===== src/design/uart_pkg.sv =====
`default_nettype none

// serial line timing, shared by receiver, transmitter and testbench
package uart_pkg;

   localparam int CLKS_PER_BIT = 16;               // clocks per serial bit
   localparam int HALF_BIT     = CLKS_PER_BIT / 2; // start bit checked at its centre

   // start + 8 data + stop
   localparam int FRAME_BITS   = 10;

   // bit timing counter, counts 0 .. CLKS_PER_BIT-1
   localparam int CNT_W        = $clog2(CLKS_PER_BIT);

endpackage

`default_nettype wire


===== src/design/core_pkg.sv =====
`default_nettype none

package core_pkg;

   //////////////////////////////////////////////////////////////////////
   // widths

   localparam int CODE_DEPTH = 64;                 // program store bytes
   localparam int CODE_AW    = $clog2(CODE_DEPTH);
   localparam int DATA_W     = 8;
   localparam int DPTR_W     = 16;

   //////////////////////////////////////////////////////////////////////
   // opcodes of the kept subset

   localparam logic [DATA_W-1:0] OP_LJMP     = 8'h02; // ljmp addr16
   localparam logic [DATA_W-1:0] OP_INC_A    = 8'h04;
   localparam logic [DATA_W-1:0] OP_RRC      = 8'h13;
   localparam logic [DATA_W-1:0] OP_DEC_A    = 8'h14;
   localparam logic [DATA_W-1:0] OP_RL       = 8'h23;
   localparam logic [DATA_W-1:0] OP_ADD      = 8'h24; // add a,#imm
   localparam logic [DATA_W-1:0] OP_RLC      = 8'h33;
   localparam logic [DATA_W-1:0] OP_ADDC     = 8'h34; // addc a,#imm
   localparam logic [DATA_W-1:0] OP_JC       = 8'h40;
   localparam logic [DATA_W-1:0] OP_ORL      = 8'h44; // orl a,#imm
   localparam logic [DATA_W-1:0] OP_JNC      = 8'h50;
   localparam logic [DATA_W-1:0] OP_ANL      = 8'h54; // anl a,#imm
   localparam logic [DATA_W-1:0] OP_JZ       = 8'h60;
   localparam logic [DATA_W-1:0] OP_XRL      = 8'h64; // xrl a,#imm
   localparam logic [DATA_W-1:0] OP_JNZ      = 8'h70;
   localparam logic [DATA_W-1:0] OP_MOV_A    = 8'h74; // mov a,#imm
   localparam logic [DATA_W-1:0] OP_SJMP     = 8'h80;
   localparam logic [DATA_W-1:0] OP_MOV_DPTR = 8'h90; // mov dptr,#imm16
   localparam logic [DATA_W-1:0] OP_SUBB     = 8'h94; // subb a,#imm
   localparam logic [DATA_W-1:0] OP_CLR_C    = 8'hC3;
   localparam logic [DATA_W-1:0] OP_SETB_C   = 8'hD3;
   localparam logic [DATA_W-1:0] OP_MOVX_RD  = 8'hE0; // movx a,@dptr
   localparam logic [DATA_W-1:0] OP_CLR_A    = 8'hE4;
   localparam logic [DATA_W-1:0] OP_MOVX_WR  = 8'hF0; // movx @dptr,a
   localparam logic [DATA_W-1:0] OP_CPL_A    = 8'hF4;

   //////////////////////////////////////////////////////////////////////
   // movx address map

   localparam logic [DPTR_W-1:0] IO_TX_STATUS = 16'h0200; // read: tx busy
   localparam logic [DPTR_W-1:0] IO_TX_DATA   = 16'h0201; // write: send A

   // instruction sequencer
   typedef enum logic [2:0] {
      FETCH,
      DECODE0,
      DECODE1,
      DECODE2,
      EXECUTE
   } seq_state_t;

endpackage

`default_nettype wire


===== src/design/uart_rx.sv =====
`default_nettype none

module uart_rx (
   input  wire                           i_clk,
   input  wire                           i_nrst,
   input  wire                           i_rx,
   output logic                          o_valid,
   output logic [core_pkg::DATA_W-1:0]   o_byte
);

   typedef enum logic [1:0] {RX_IDLE, RX_START, RX_DATA, RX_STOP} rx_state_t;
   typedef logic [uart_pkg::CNT_W-1:0] cnt_t;

   logic [2:0]                  sync;     // [1] is the usable sample, [2] the one before
   logic                        rx_s;
   logic                        fall;
   rx_state_t                   state;
   cnt_t                        cnt;
   logic                        full_tick;
   logic                        half_tick;
   logic [core_pkg::DATA_W-1:0] shift;

   assign rx_s      = sync[1];
   assign fall      = sync[2] & ~sync[1];
   assign full_tick = (cnt == cnt_t'(uart_pkg::CLKS_PER_BIT - 1));
   assign half_tick = (cnt == cnt_t'(uart_pkg::HALF_BIT - 1));

   always_ff @(posedge i_clk or negedge i_nrst) begin
      if (!i_nrst) begin
         sync    <= 3'b111;   // line idles high
         state   <= RX_IDLE;
         cnt     <= '0;
         o_valid <= 1'b0;
      end else begin
         sync    <= {sync[1:0], i_rx};
         o_valid <= 1'b0;
         cnt     <= (state == RX_IDLE) ? '0 : cnt + 1'b1;
         case (state)
            RX_IDLE: begin
               if (fall) state <= RX_START;
            end
            RX_START: begin
               if (half_tick) begin
                  cnt   <= '0;
                  state <= rx_s ? RX_IDLE : RX_DATA;   // glitch goes back to idle
               end
            end
            RX_DATA: begin
               if (full_tick) begin
                  cnt <= '0;
                  if (shift[0]) state <= RX_STOP;      // marker reached bit 0
               end
            end
            RX_STOP: begin
               if (full_tick) begin
                  o_valid <= rx_s;                     // drop frames with a bad stop bit
                  state   <= RX_IDLE;
               end
            end
            default: state <= RX_IDLE;
         endcase
      end
   end

   // data shifts in lsb first behind a marker bit
   always_ff @(posedge i_clk) begin
      if (state == RX_IDLE && fall) begin
         shift <= {1'b1, {(core_pkg::DATA_W - 1){1'b0}}};
      end else if (state == RX_DATA && full_tick) begin
         shift <= {rx_s, shift[core_pkg::DATA_W-1:1]};
      end
   end

   assign o_byte = shift;

endmodule

`default_nettype wire


===== src/design/uart_tx.sv =====
`default_nettype none

module uart_tx (
   input  wire                           i_clk,
   input  wire                           i_nrst,
   input  wire                           i_start,
   input  wire  [core_pkg::DATA_W-1:0]   i_byte,
   output logic                          o_tx,
   output logic                          o_busy
);

   typedef enum logic [1:0] {TX_IDLE, TX_START, TX_SEND} tx_state_t;
   typedef logic [uart_pkg::CNT_W-1:0] cnt_t;
   typedef logic [$clog2(uart_pkg::FRAME_BITS)-1:0] bit_t;

   tx_state_t                   state;
   cnt_t                        cnt;
   bit_t                        bit_cnt;   // bits finished in this frame
   logic                        tick;
   logic [core_pkg::DATA_W-1:0] shift;

   assign tick = (cnt == cnt_t'(uart_pkg::CLKS_PER_BIT - 1));

   always_ff @(posedge i_clk or negedge i_nrst) begin
      if (!i_nrst) begin
         state   <= TX_IDLE;
         cnt     <= '0;
         bit_cnt <= '0;
      end else begin
         case (state)
            TX_IDLE: begin
               cnt     <= '0;
               bit_cnt <= '0;
               if (i_start) state <= TX_START;
            end
            TX_START: begin
               cnt <= tick ? '0 : cnt + 1'b1;
               if (tick) begin
                  bit_cnt <= bit_cnt + 1'b1;
                  state   <= TX_SEND;
               end
            end
            TX_SEND: begin
               cnt <= tick ? '0 : cnt + 1'b1;
               if (tick) begin
                  bit_cnt <= bit_cnt + 1'b1;
                  if (bit_cnt == bit_t'(uart_pkg::FRAME_BITS - 1)) state <= TX_IDLE;
               end
            end
            default: state <= TX_IDLE;
         endcase
      end
   end

   // ones fill in from the top, so the stop bit comes out last
   always_ff @(posedge i_clk) begin
      if (state == TX_IDLE && i_start) begin
         shift <= i_byte;
      end else if (state == TX_SEND && tick) begin
         shift <= {1'b1, shift[core_pkg::DATA_W-1:1]};
      end
   end

   always_comb begin
      case (state)
         TX_IDLE:  o_tx = 1'b1;
         TX_START: o_tx = 1'b0;
         default:  o_tx = shift[0];
      endcase
   end

   assign o_busy = (state != TX_IDLE);

endmodule

`default_nettype wire


===== src/design/program_store.sv =====
`default_nettype none

module program_store (
   input  wire                           i_clk,
   input  wire                           i_nrst,
   input  wire                           i_wr_valid,
   input  wire  [core_pkg::DATA_W-1:0]   i_wr_byte,
   input  wire  [core_pkg::CODE_AW-1:0]  i_rd_addr,
   output logic [core_pkg::DATA_W-1:0]   o_rd_data,
   output logic                          o_loaded
);

   typedef logic [core_pkg::CODE_AW-1:0] addr_t;

   logic [core_pkg::DATA_W-1:0] mem [core_pkg::CODE_DEPTH];
   addr_t                       load_addr;
   logic                        load_wr;

   assign load_wr = i_wr_valid & ~o_loaded;   // bytes after a full load are ignored

   // load pointer and done flag
   always_ff @(posedge i_clk or negedge i_nrst) begin
      if (!i_nrst) begin
         load_addr <= '0;
         o_loaded  <= 1'b0;
      end else if (load_wr) begin
         load_addr <= load_addr + 1'b1;
         if (load_addr == addr_t'(core_pkg::CODE_DEPTH - 1)) o_loaded <= 1'b1;
      end
   end

   always_ff @(posedge i_clk) begin
      if (load_wr) mem[load_addr] <= i_wr_byte;
      o_rd_data <= mem[i_rd_addr];   // one cycle read latency
   end

endmodule

`default_nettype wire


===== src/design/core_alu.sv =====
`default_nettype none

module core_alu (
   input  wire  [core_pkg::DATA_W-1:0]   i_op,
   input  wire  [core_pkg::DATA_W-1:0]   i_acc,
   input  wire                           i_carry,
   input  wire  [core_pkg::DATA_W-1:0]   i_imm,
   input  wire                           i_tx_busy,
   input  wire  [core_pkg::DPTR_W-1:0]   i_dptr,
   output logic [core_pkg::DATA_W-1:0]   o_acc,
   output logic                          o_carry
);

   localparam int W = core_pkg::DATA_W;

   logic [W:0] add_sum;   // top bit is the carry out
   logic [W:0] addc_sum;
   logic [W:0] sub_diff;  // top bit is the borrow

   assign add_sum  = {1'b0, i_acc} + {1'b0, i_imm};
   assign addc_sum = add_sum + {{W{1'b0}}, i_carry};
   assign sub_diff = {1'b0, i_acc} - {1'b0, i_imm} - {{W{1'b0}}, i_carry};

   always_comb begin
      o_acc   = i_acc;
      o_carry = i_carry;
      case (i_op)
         core_pkg::OP_MOV_A:  o_acc = i_imm;
         core_pkg::OP_ADD:    {o_carry, o_acc} = add_sum;
         core_pkg::OP_ADDC:   {o_carry, o_acc} = addc_sum;
         core_pkg::OP_SUBB:   {o_carry, o_acc} = sub_diff;
         core_pkg::OP_ANL:    o_acc = i_acc & i_imm;
         core_pkg::OP_ORL:    o_acc = i_acc | i_imm;
         core_pkg::OP_XRL:    o_acc = i_acc ^ i_imm;
         core_pkg::OP_CLR_A:  o_acc = '0;
         core_pkg::OP_CPL_A:  o_acc = ~i_acc;
         core_pkg::OP_INC_A:  o_acc = i_acc + 1'b1;   // wraps, carry kept
         core_pkg::OP_DEC_A:  o_acc = i_acc - 1'b1;
         core_pkg::OP_RL:     o_acc = {i_acc[W-2:0], i_acc[W-1]};
         core_pkg::OP_RLC: begin
            o_acc   = {i_acc[W-2:0], i_carry};
            o_carry = i_acc[W-1];
         end
         core_pkg::OP_RRC: begin
            o_acc   = {i_carry, i_acc[W-1:1]};
            o_carry = i_acc[0];
         end
         core_pkg::OP_CLR_C:  o_carry = 1'b0;
         core_pkg::OP_SETB_C: o_carry = 1'b1;
         core_pkg::OP_MOVX_RD: begin
            // only the tx status register is readable
            o_acc = (i_dptr == core_pkg::IO_TX_STATUS) ? {{(W - 1){1'b0}}, i_tx_busy} : '0;
         end
         default: begin
            o_acc   = i_acc;
            o_carry = i_carry;
         end
      endcase
   end

endmodule

`default_nettype wire


===== src/design/core_control.sv =====
`default_nettype none

module core_control (
   input  wire                           i_clk,
   input  wire                           i_nrst,
   input  wire                           i_loaded,
   input  wire  [core_pkg::DATA_W-1:0]   i_code_data,
   input  wire                           i_tx_busy,
   output logic [core_pkg::CODE_AW-1:0]  o_code_addr,
   output logic                          o_tx_start,
   output logic [core_pkg::DATA_W-1:0]   o_tx_byte
);

   // operand bytes that follow an opcode, unknown opcodes have none
   function automatic logic [1:0] operand_bytes(input logic [core_pkg::DATA_W-1:0] code);
      logic [1:0] n;
      case (code)
         core_pkg::OP_MOV_A, core_pkg::OP_ADD, core_pkg::OP_ADDC, core_pkg::OP_SUBB,
         core_pkg::OP_ANL, core_pkg::OP_ORL, core_pkg::OP_XRL, core_pkg::OP_SJMP,
         core_pkg::OP_JZ, core_pkg::OP_JNZ, core_pkg::OP_JC, core_pkg::OP_JNC: n = 2'd1;
         core_pkg::OP_MOV_DPTR, core_pkg::OP_LJMP:                           n = 2'd2;
         default:                                                            n = 2'd0;
      endcase
      return n;
   endfunction

   core_pkg::seq_state_t         state;
   core_pkg::seq_state_t         state_next;
   logic [core_pkg::CODE_AW-1:0] pc;
   logic [core_pkg::CODE_AW-1:0] pc_next;
   logic [core_pkg::CODE_AW-1:0] rel_target;
   logic [core_pkg::DATA_W-1:0]  op;
   logic [core_pkg::DATA_W-1:0]  imm1;
   logic [core_pkg::DATA_W-1:0]  imm2;
   logic [core_pkg::DATA_W-1:0]  acc;
   logic [core_pkg::DATA_W-1:0]  alu_acc;
   logic                         carry;
   logic                         alu_carry;
   logic [core_pkg::DPTR_W-1:0]  dptr;
   logic [1:0]                   extra_d0;   // from the opcode on the bus
   logic [1:0]                   extra_op;   // from the latched opcode
   logic                         is_exec;
   logic                         pc_inc;
   logic                         take_rel;

   //////////////////////////////////////////////////////////////////////
   // sequencer

   assign extra_d0 = operand_bytes(i_code_data);
   assign extra_op = operand_bytes(op);
   assign is_exec  = (state == core_pkg::EXECUTE);

   always_comb begin
      state_next = state;
      case (state)
         core_pkg::FETCH:   if (i_loaded) state_next = core_pkg::DECODE0;
         core_pkg::DECODE0: state_next = (extra_d0 != 2'd0) ? core_pkg::DECODE1 : core_pkg::EXECUTE;
         core_pkg::DECODE1: state_next = (extra_op == 2'd2) ? core_pkg::DECODE2 : core_pkg::EXECUTE;
         core_pkg::DECODE2: state_next = core_pkg::EXECUTE;
         default:           state_next = core_pkg::FETCH;
      endcase
   end

   //////////////////////////////////////////////////////////////////////
   // program counter, points past the whole instruction by execute

   assign pc_inc = (state == core_pkg::FETCH   && i_loaded) |
                   (state == core_pkg::DECODE0 && extra_d0 != 2'd0) |
                   (state == core_pkg::DECODE1 && extra_op == 2'd2);

   assign rel_target = pc + imm1[core_pkg::CODE_AW-1:0];   // wraps mod code depth

   always_comb begin
      case (op)
         core_pkg::OP_SJMP: take_rel = 1'b1;
         core_pkg::OP_JZ:   take_rel = (acc == '0);
         core_pkg::OP_JNZ:  take_rel = (acc != '0);
         core_pkg::OP_JC:   take_rel = carry;
         core_pkg::OP_JNC:  take_rel = ~carry;
         default:           take_rel = 1'b0;
      endcase
   end

   always_comb begin
      if (is_exec && take_rel) pc_next = rel_target;
      else if (is_exec && op == core_pkg::OP_LJMP) pc_next = imm2[core_pkg::CODE_AW-1:0];
      else if (pc_inc) pc_next = pc + 1'b1;
      else pc_next = pc;
   end

   //////////////////////////////////////////////////////////////////////
   // registers

   always_ff @(posedge i_clk or negedge i_nrst) begin
      if (!i_nrst) begin
         state <= core_pkg::FETCH;
         pc    <= '0;
         op    <= '0;   // 00h behaves as nop
         acc   <= '0;
         carry <= 1'b0;
         dptr  <= '0;
      end else begin
         state <= state_next;
         pc    <= pc_next;
         if (state == core_pkg::DECODE0) op <= i_code_data;
         if (is_exec) begin
            acc   <= alu_acc;
            carry <= alu_carry;
            if (op == core_pkg::OP_MOV_DPTR) dptr <= {imm1, imm2};   // high byte first
         end
      end
   end

   always_ff @(posedge i_clk) begin
      if (state == core_pkg::DECODE1) imm1 <= i_code_data;
      if (state == core_pkg::DECODE2) imm2 <= i_code_data;
   end

   core_alu u_alu (
      .i_op      (op),
      .i_acc     (acc),
      .i_carry   (carry),
      .i_imm     (imm1),
      .i_tx_busy (i_tx_busy),
      .i_dptr    (dptr),
      .o_acc     (alu_acc),
      .o_carry   (alu_carry)
   );

   assign o_code_addr = pc;
   assign o_tx_start  = is_exec & (op == core_pkg::OP_MOVX_WR) & (dptr == core_pkg::IO_TX_DATA);
   assign o_tx_byte   = acc;

endmodule

`default_nettype wire


===== src/design/mcu51_top.sv =====
`default_nettype none

module mcu51_top (
   input  wire    i_clk,
   input  wire    i_nrst,
   input  wire    i_uart_rx,
   output logic   o_uart_tx
);

   logic                         rx_valid;
   logic [core_pkg::DATA_W-1:0]  rx_byte;
   logic [core_pkg::CODE_AW-1:0] code_addr;
   logic [core_pkg::DATA_W-1:0]  code_data;
   logic                         loaded;     // program store full, core may run
   logic                         tx_start;
   logic [core_pkg::DATA_W-1:0]  tx_byte;
   logic                         tx_busy;

   // program download path
   uart_rx u_uart_rx (
      .i_clk   (i_clk),
      .i_nrst  (i_nrst),
      .i_rx    (i_uart_rx),
      .o_valid (rx_valid),
      .o_byte  (rx_byte)
   );

   program_store u_program_store (
      .i_clk      (i_clk),
      .i_nrst     (i_nrst),
      .i_wr_valid (rx_valid),
      .i_wr_byte  (rx_byte),
      .i_rd_addr  (code_addr),
      .o_rd_data  (code_data),
      .o_loaded   (loaded)
   );

   core_control u_core (
      .i_clk       (i_clk),
      .i_nrst      (i_nrst),
      .i_loaded    (loaded),
      .i_code_data (code_data),
      .i_tx_busy   (tx_busy),
      .o_code_addr (code_addr),
      .o_tx_start  (tx_start),
      .o_tx_byte   (tx_byte)
   );

   // result output
   uart_tx u_uart_tx (
      .i_clk   (i_clk),
      .i_nrst  (i_nrst),
      .i_start (tx_start),
      .i_byte  (tx_byte),
      .o_tx    (o_uart_tx),
      .o_busy  (tx_busy)
   );

endmodule

`default_nettype wire


===== config.mk =====
export PLATFORM = sky130hd
export DESIGN_NAME = mcu51_top
export DESIGN_NICKNAME = d
export VERILOG_FILES = /design/src/design/uart_pkg.sv /design/src/design/core_pkg.sv /design/src/design/uart_rx.sv /design/src/design/uart_tx.sv /design/src/design/program_store.sv /design/src/design/core_alu.sv /design/src/design/core_control.sv /design/src/design/mcu51_top.sv
export SDC_FILE = /design/constraint.sdc
export NUM_CORES = 1
export LEC_CHECK = 0
export CORE_UTILIZATION = 53
export DETAILED_ROUTE_END_ITERATION = 7
export DONT_BUFFER_PORTS = 1
export PLACE_DENSITY = 0.68
export SYNTH_ARGS = -nofsm -noshare
export SYNTH_HDL_FRONTEND = slang
export SYNTH_SLANG_ARGS = --single-unit

===== constraint.sdc =====
create_clock -name i_clk -period 5.8 [get_ports i_clk]
set_input_delay 1.45 -clock i_clk [delete_from_list [all_inputs] [get_ports i_clk]]
set_output_delay 1.45 -clock i_clk [all_outputs]
set_load 0.01 [all_outputs]

== After elaboration in Yosys (flattened, before gate mapping) ==
Memories as Yosys holds them, arrays and structs flattened. A register that Yosys moved wholly into a read port is not among the register bits.
Index checks and enable logic that the tools add are counted.

* Memory bits (writable): 512
* Input port bits: 3
* Bits in registers: 101
* Word-level logic and storage cells: 185
* Memory bits (read-only): 0
* Latch bits: 0
* Memories: 1
* Output and inout bits: 1

* Div/mod/pow operators: 0
* Bitwise gates (word level): 13
* Equality and inequality tests: 67
* Shifts and indexed selects: 0
* Multiply operators: 0
* Order comparisons: 0
* Reductions and logical operators: 33
* $add $sub $neg: 12
* Muxes and demuxes: 40

{| class="wikitable"
|+ Memory list
! memory !! depth !! width !! read ports !! clocked after Yosys merged registers in !! wr ports !! RTL line !! source
|-
| u_program_store.mem || 64 || 8 || 1 || 1 || 1 || program_store.sv:15 || <nowiki>logic [core_pkg::DATA_W-1:0] mem [core_pkg::CODE_DEPTH];</nowiki>
|}

{| class="wikitable"
|+ Operators by type and width
! cell !! number
|-
| == test 8 x 7 -> 1 bit (second input constant) || 16
|-
| case mux 8 bit (15 select lines) || 1
|-
| == test 8 bit (second input constant) || 12
|-
| == test 8 x 6 -> 1 bit (second input constant) || 6
|-
| == test 16 x 10 -> 1 bit (second input constant) || 2
|-
| case mux 4 bit (2 select lines) || 3
|-
| OR reduction 12 bit || 2
|-
| two-way mux 2 bit || 10
|-
| two-way mux 4 bit || 5
|-
| != test 2 x 1 -> 1 bit (second input constant) || 10
|-
| two-way mux 6 bit || 3
|-
| == test 8 x 2 -> 1 bit (second input constant) || 2
|-
| == test 8 x 5 -> 1 bit (second input constant) || 2
|-
| two-way mux 8 bit || 2
|-
| nonzero test 15 bit || 1
|-
| adder 4 x 1 -> 4 bit (second input constant) || 3
|-
| adder 6 x 1 -> 6 bit (second input constant) || 2
|-
| == test 4 bit (second input constant) || 3
|-
| case mux 3 bit (4 select lines) || 1
|-
| AND reduction 2 bit || 5
|-
| adder 8 x 8 -> 9 bit || 1
|-
| adder 9 x 1 -> 9 bit || 1
|-
| logical AND 1 bit || 9
|-
| two-way mux 3 bit || 3
|-
| 38 further kinds || 60
|}

== Depth between registers and ports, before layout ==
* Depth in word-level cells: 10
* Depth in mapped cells: 13
* Gate-level depth less buffers: 11

== Modules after synthesis ==
A second synthesis with hierarchy kept.

* Cell total of the unflattened synthesis: 1696
* Area total of the unflattened synthesis: 27442.6 um^2

{| class="wikitable"
|+ Modules (own cells, without submodules)
! module !! sequential area each (um^2) !! instances !! cells an instance !! area an instance (um^2)
|-
| program_store || 15710.1 || 1 || 984 || 20454.6
|-
| core_control || 1531.5 || 1 || 221 || 2831.5
|-
| core_alu || 0.0 || 1 || 332 || 2428.6
|-
| uart_tx || 490.5 || 1 || 80 || 967.2
|-
| uart_rx || 414.1 || 1 || 79 || 760.7
|}

== Worst setup path after synthesis ==
Ideal clock, no wire load.

* Kind: register to register
* From: register u_core.acc (netlist bit u_core.o_tx_byte[1])
* To: register u_core.carry
* Data required time: 5.671 ns
* Clock period less this slack: 3.003 ns
* Library setup time: 0.129 ns
* Path slack: 2.797 ns
* Arrival time: 2.874 ns
* Path buffers: 1
* Cell stages (with the launch flop): 11
* Cell sequence: dfrtp_1 -> clkbuf_1 -> inv_1 -> ha_1 -> a211oi_1 -> o21ai_0 -> a32oi_1 -> nand4_1 -> or4_1 -> a31oi_1 -> o21ai_0

* Cells in the longest elaborated chain, start to end: 3
* Elaborated cells between the ends (all ways): 5
* Classes of those cells: add/sub (4); mux (1)

{| class="wikitable"
|+ Ends and longest elaborated chain
! item !! RTL line !! source
|-
| start, declared || core_control.sv:35 || <nowiki>logic [core_pkg::DATA_W-1:0] acc;</nowiki>
|-
| start signal, assigned || core_control.sv:107 || <nowiki>acc <= alu_acc;</nowiki>
|-
| subtractor 8 x 8 -> 9 bit or adder 8 x 8 -> 9 bit (tied branches) || core_alu.sv:22, core_alu.sv:20 ||
|-
| subtractor 9 x 1 -> 9 bit or adder 9 x 1 -> 9 bit (tied branches) || core_alu.sv:22, core_alu.sv:21 ||
|-
| case mux 1 bit (7 select lines) (*) || core_alu.sv:27 || <nowiki>case (i_op)</nowiki>
|-
| end signal, assigned || core_control.sv:108 || <nowiki>carry <= alu_carry;</nowiki>
|-
| end, declared || core_control.sv:37 || <nowiki>logic carry;</nowiki>
|}

Mark *: on every way between the ends. The rest lies on a longest branch, timed or not.
A chain may end at the register's enable or synchronous reset.

== Worst setup path after layout ==
* From: register u_core.op[5] in the netlist's numbering
* To: register u_core.acc (netlist bit u_core.o_tx_byte[4])

* Cells in the longest elaborated chain, start to end: 3
* Elaborated cells between the ends (all ways): 18
* Classes of those cells: eq/ne (15); mux (1); reduce/logical (2)

{| class="wikitable"
|+ Ends and longest elaborated chain
! item !! RTL line !! source
|-
| start, declared || core_control.sv:32 || <nowiki>logic [core_pkg::DATA_W-1:0] op;</nowiki>
|-
| start signal, assigned || core_control.sv:105 || <nowiki>if (state == core_pkg::DECODE0) op <= i_code_data;</nowiki>
|-
| == test 8 x 5 -> 1 bit, or another cell as far along || core_alu.sv:27 ||
|-
| nonzero test 15 bit (no source line) || n/a ||
|-
| AND reduction 2 bit (no source line) || n/a ||
|}

Several ways; a longest one is shown, not always the timed one.

==> metrics.md <==
| Metric | Value |
|---|---|
| Fin area | `just under 30000 sq um` |
| Final period util | `0.604` |
| Most frequent cells after synthesis | `536 x edfxtp_1, 168 x mux4_2, 113 x nor2_1` |
| Seq pwr share | `0.541` |
| Most frequent cell after synthesis | `edfxtp_1` |
| Post-Synth Simple-Gate Area | `0.0680` |
| Max_slew headroom | `0.142` |
| Switch share | `0.201` |
| Leakage | `10.4 nW` |
| Tot Pwr | `8.95 mW` |
| Worst-Skew Late Latency | `610 ps` |
| Routed Antenna Nets | `0` |
| Slew @ Worst Pin | `1290 ps` |
| WHS | `357 ps` |
| DPL Wire Length | `38300 um` |
| FF+latch area | `18200 sq um` |
| Crit-path max cell delay | `790 ps` |
| GRT overflow | `0` |
| YS warnings | `0` |
| Placed instance area | `27600 sq um` |
| Gpl congestion | `roughly 0.92` |
| Final #Nets | `around 1.7k` |
| Gate Count Post-Synth | `between 1.5k and 2k` |
| CTS Hold Bufs | `0` |
| Startpoint class of the critical path | `register` |
| Internal power | `~7.1 mW` |
| Max-cap violations | `0` |
| Util after Layout | `0.592` |
| Die Area | `51600 sq um` |
| Die X-Extent | `227 um` |
| Combinational power share | `0.010` |
| Peak supply drop | `approximately 0.00030 V` |
| Wire length per cell | `approximately 26 um` |
| CTS root buf | `clkbuf_16` |
| 1st-iter DRT viols | `approximately 1.4k` |
| Clock Power Share | `0.449` |
| Worst-path fanout max | `23` |
| CP Buf/Inv Count | `0` |
| CTS sink count | `between 600 and 700` |
| Asr flop ratio synth | `0.111` |
| Synth Net Count | `around 1.7k` |
| Routed vias | `between 10k and 15k` |
| Layout cell share with drive strength beyond 1 | `0.201` |
| Bufs on Longest Clock Path | `3` |
| First-pass GRT wire length | `91900 um` |
| DRC errors left | `0` |
| Slack of the critical path | `about 2300 ps` |
| PwrDens | `302 nW/um^2` |
| Share of the yosys chip area belonging to registers | `0.675` |
| Postcts setup bufs | `0` |
| Main combinational cell family by area after synthesis | `multiplexers` |
| ANT cells | `0` |
| Post-Route Setup TNS | `0 ps` |
| Core area | `between 50000 and 60000 sq um` |
| Unique masters post-synth | `78` |
| Initial core utilization | `0.537` |
| Initial antenna violation count | `0` |
| Max-slew violations | `0` |
| Die height | `approximately 230 um` |
| Site Rows | `82` |
| Area Overhead vs Synth | `10.2%` |
| Largest net degree at the start of global routing | `70` |
| WP data required | `approximately 6300 ps` |
| Worst-path clk slew | `roughly 60 ps` |
| TritonCTS clock tree | `done` |
| Fmax | `between 200 and 300 MHz` |
| Worst path top cell family by delay | `compound AO/OA/AOI/OAI gates` |
| RSZ-0062 raised after global routing | `no` |
| DRT Pass-1 Iters | `5` |
| Critical Path, Cell by Cell | `nor2b_1 > a31oi_1 > a211oi_1 > nor2_4 > a21oi_1 > o21ai_0 > a22o_1` |
| Adder-Cell Fraction of Synth Area | `0.0263` |
| TritonCTS Buffers | `66` |
| Synth Area per Inst | `between 15 and 20 sq um` |
| Sw Pwr | `1.80 mW` |
| Post-synth EDFFs | `around 540` |
| Drt total wl | `between 60000 and 70000 um` |
| Largest area contributor in the netlist | `edfxtp_1` |
| Filler instances | `3759` |
| Area of the multi-input gates | `approximately 8200 sq um` |
| Crit-path slowest cell | `dfrtp_1` |
| Mux share of post-synthesis cell area | `0.149` |
| Vias in the first global route | `14.7k` |
| Port Buffers | `0` |
| Non-Filler Instances | `roughly 2.3k` |
| Fin crit period | `between 3000 and 4000 ps` |
| Inst Count DP | `~2.2k` |
| Final setup skew | `24.6 ps` |
| Finish-stage setup viols | `0` |
| # IOs | `4` |
| H-tree level count | `3` |
| #FFs+latches synth | `a little over 600` |
| Critical path endpoint category | `register` |
| Final Hold Fails | `0` |
| GRT Util Overall | `0.246` |
| Worst Hold Class | `reg -> reg` |
| Status | `complete, no violations` |
| XOR/XNOR Fraction of Synth Area | `0.0111` |
| Top post-synthesis cells by area | `edfxtp_1 60%, mux4_2 14%, dfrtp_1 6.1%, ha_1 2.3%, nor2_1 1.6%` |
| Mapped cell area | `26900 sq um` |
| Compound-Gate Fraction of Synth Area | `0.0510` |
| Critical path arrival | `around 4000 ps` |
| Area share of the largest cell type after synthesis | `0.599` |
| Post-CTS Resized | `0` |
| Top_reg_cell synth | `edfxtp_1` |
| Crit Path Class | `reg -> reg` |
| Via/cell ratio | `between 6 and 7` |
| Worst Setup Slack post-DPL | `2380 ps` |
==> power by group through the flow <==
stage | Clock (mW) | Sequential (mW) | Combinational (mW)
final | 4.02 | 4.84 | 0.0929
after CTS | 4.08 | 4.84 | 0.0923
after detailed placement | 0 | 4.93 | 0.0915
after global routing | 4.24 | 4.84 | 0.104
after floorplan | 0 | 4.92 | 0.0757
after global placement | 0 | 4.93 | 0.0896
==> logic make-up (layout without fill, tap and decap cells) <==
kind of cell | after synthesis | in the layout
flip-flops | 621 | 621
AND/OR/NAND/NOR | 372 | 372
AO/OA/AOI/OAI | 207 | 207
multiplexers | 189 | 189
buffers and inverters | 132 | 181
adder cells (fa/ha/maj) | 54 | 54
XOR/XNOR | 34 | 34
==> worst paths after layout <==
path	start	endpoint	slack (ps)	cells after the start
hold reg to reg	u_uart_rx.sync[0]	u_uart_rx.sync[1]	360	0
hold / removal	u_uart_rx.sync[0]	u_uart_rx.sync[1]	360	0
min in group asynchronous	i_nrst	u_core.o_tx_byte[2]	540	0
setup / recovery	u_core.op[5]	u_core.o_tx_byte[4]	2290	7
max in group asynchronous	i_nrst	u_uart_rx.sync[2]	5030	0
setup reg to reg	u_core.op[5]	u_core.o_tx_byte[4]	2290	7
==> flip-flops by register name (all words and copies together) (netlist names), 6 cells and up, named ones only <==
| register | cells |
|---|---|
| u_uart_rx.o_byte | 8 |
| u_core.dptr | 16 |
| u_program_store.load_addr | 6 |
| u_program_store.mem | 512 |
| u_core.imm1 | 8 |
| u_program_store.o_rd_data | 8 |
| u_core.op | 8 |
| u_core.o_tx_byte | 8 |
| u_core.imm2 | 8 |
| u_core.o_code_addr | 6 |
| u_uart_tx.shift | 8 |
==> cell type report <==
type / instances / share of cell area
inverter: 44 / 0.00558
multi-input combinational: 856 / 0.278
clock inverter: 34 / 0.00858
tap: 672 / 0.0284
sequential: 621 / 0.613
clock buffer: 86 / 0.0608
timing repair buffer: 17 / 0.00558
==> cell usage in the layout, fill, tap and decap left out, types with 6 or more instances in the layout <==
cell type  synthesis  routed
nor2b_1           18      18
nor3_1            21      21
clkbuf_1          66      15
a22o_1             8       8
a31oi_1           14      14
nor2_1           113     113
dfxtp_2            0       8
nor4_1             7       7
xnor2_1           19      19
or3b_2             7       7
nor3b_1            8       7
clkbuf_16          0      68
nand4_1           14      14
nand3b_1           6       6
a211oi_1          10      10
o21ai_0           54      54
ha_1              50      50
buf_4              0      14
nand2b_1           8       8
edfxtp_1         536     536
or3_1              6       6
nand2_1          103     103
inv_1             42      42
nand3_1           24      24
dfrtp_1           66      64
mux2_2            18      18
or2_2              6       6
o211ai_1           9       9
and3_1             9       9
dfxtp_1           16       8
clkinv_1           2      14
a21o_1             6       6
mux4_2           168     168
o22ai_1           14      14
clkinv_2           0      10
xor2_1            15      15
a21oi_1           40      40
==> metal layers <==
metal / routed length, um / track usage / up-vias
li1: - / - / 6377
met1: 24800 / 0.344 / 7558
met2: 29500 / 0.392 / 501
met3: 3810 / 0.0404 / 117
met4: 1950 / 0.0903 / 0
met5: 0 / 0 / -
(Power assumes the default switching activity.)
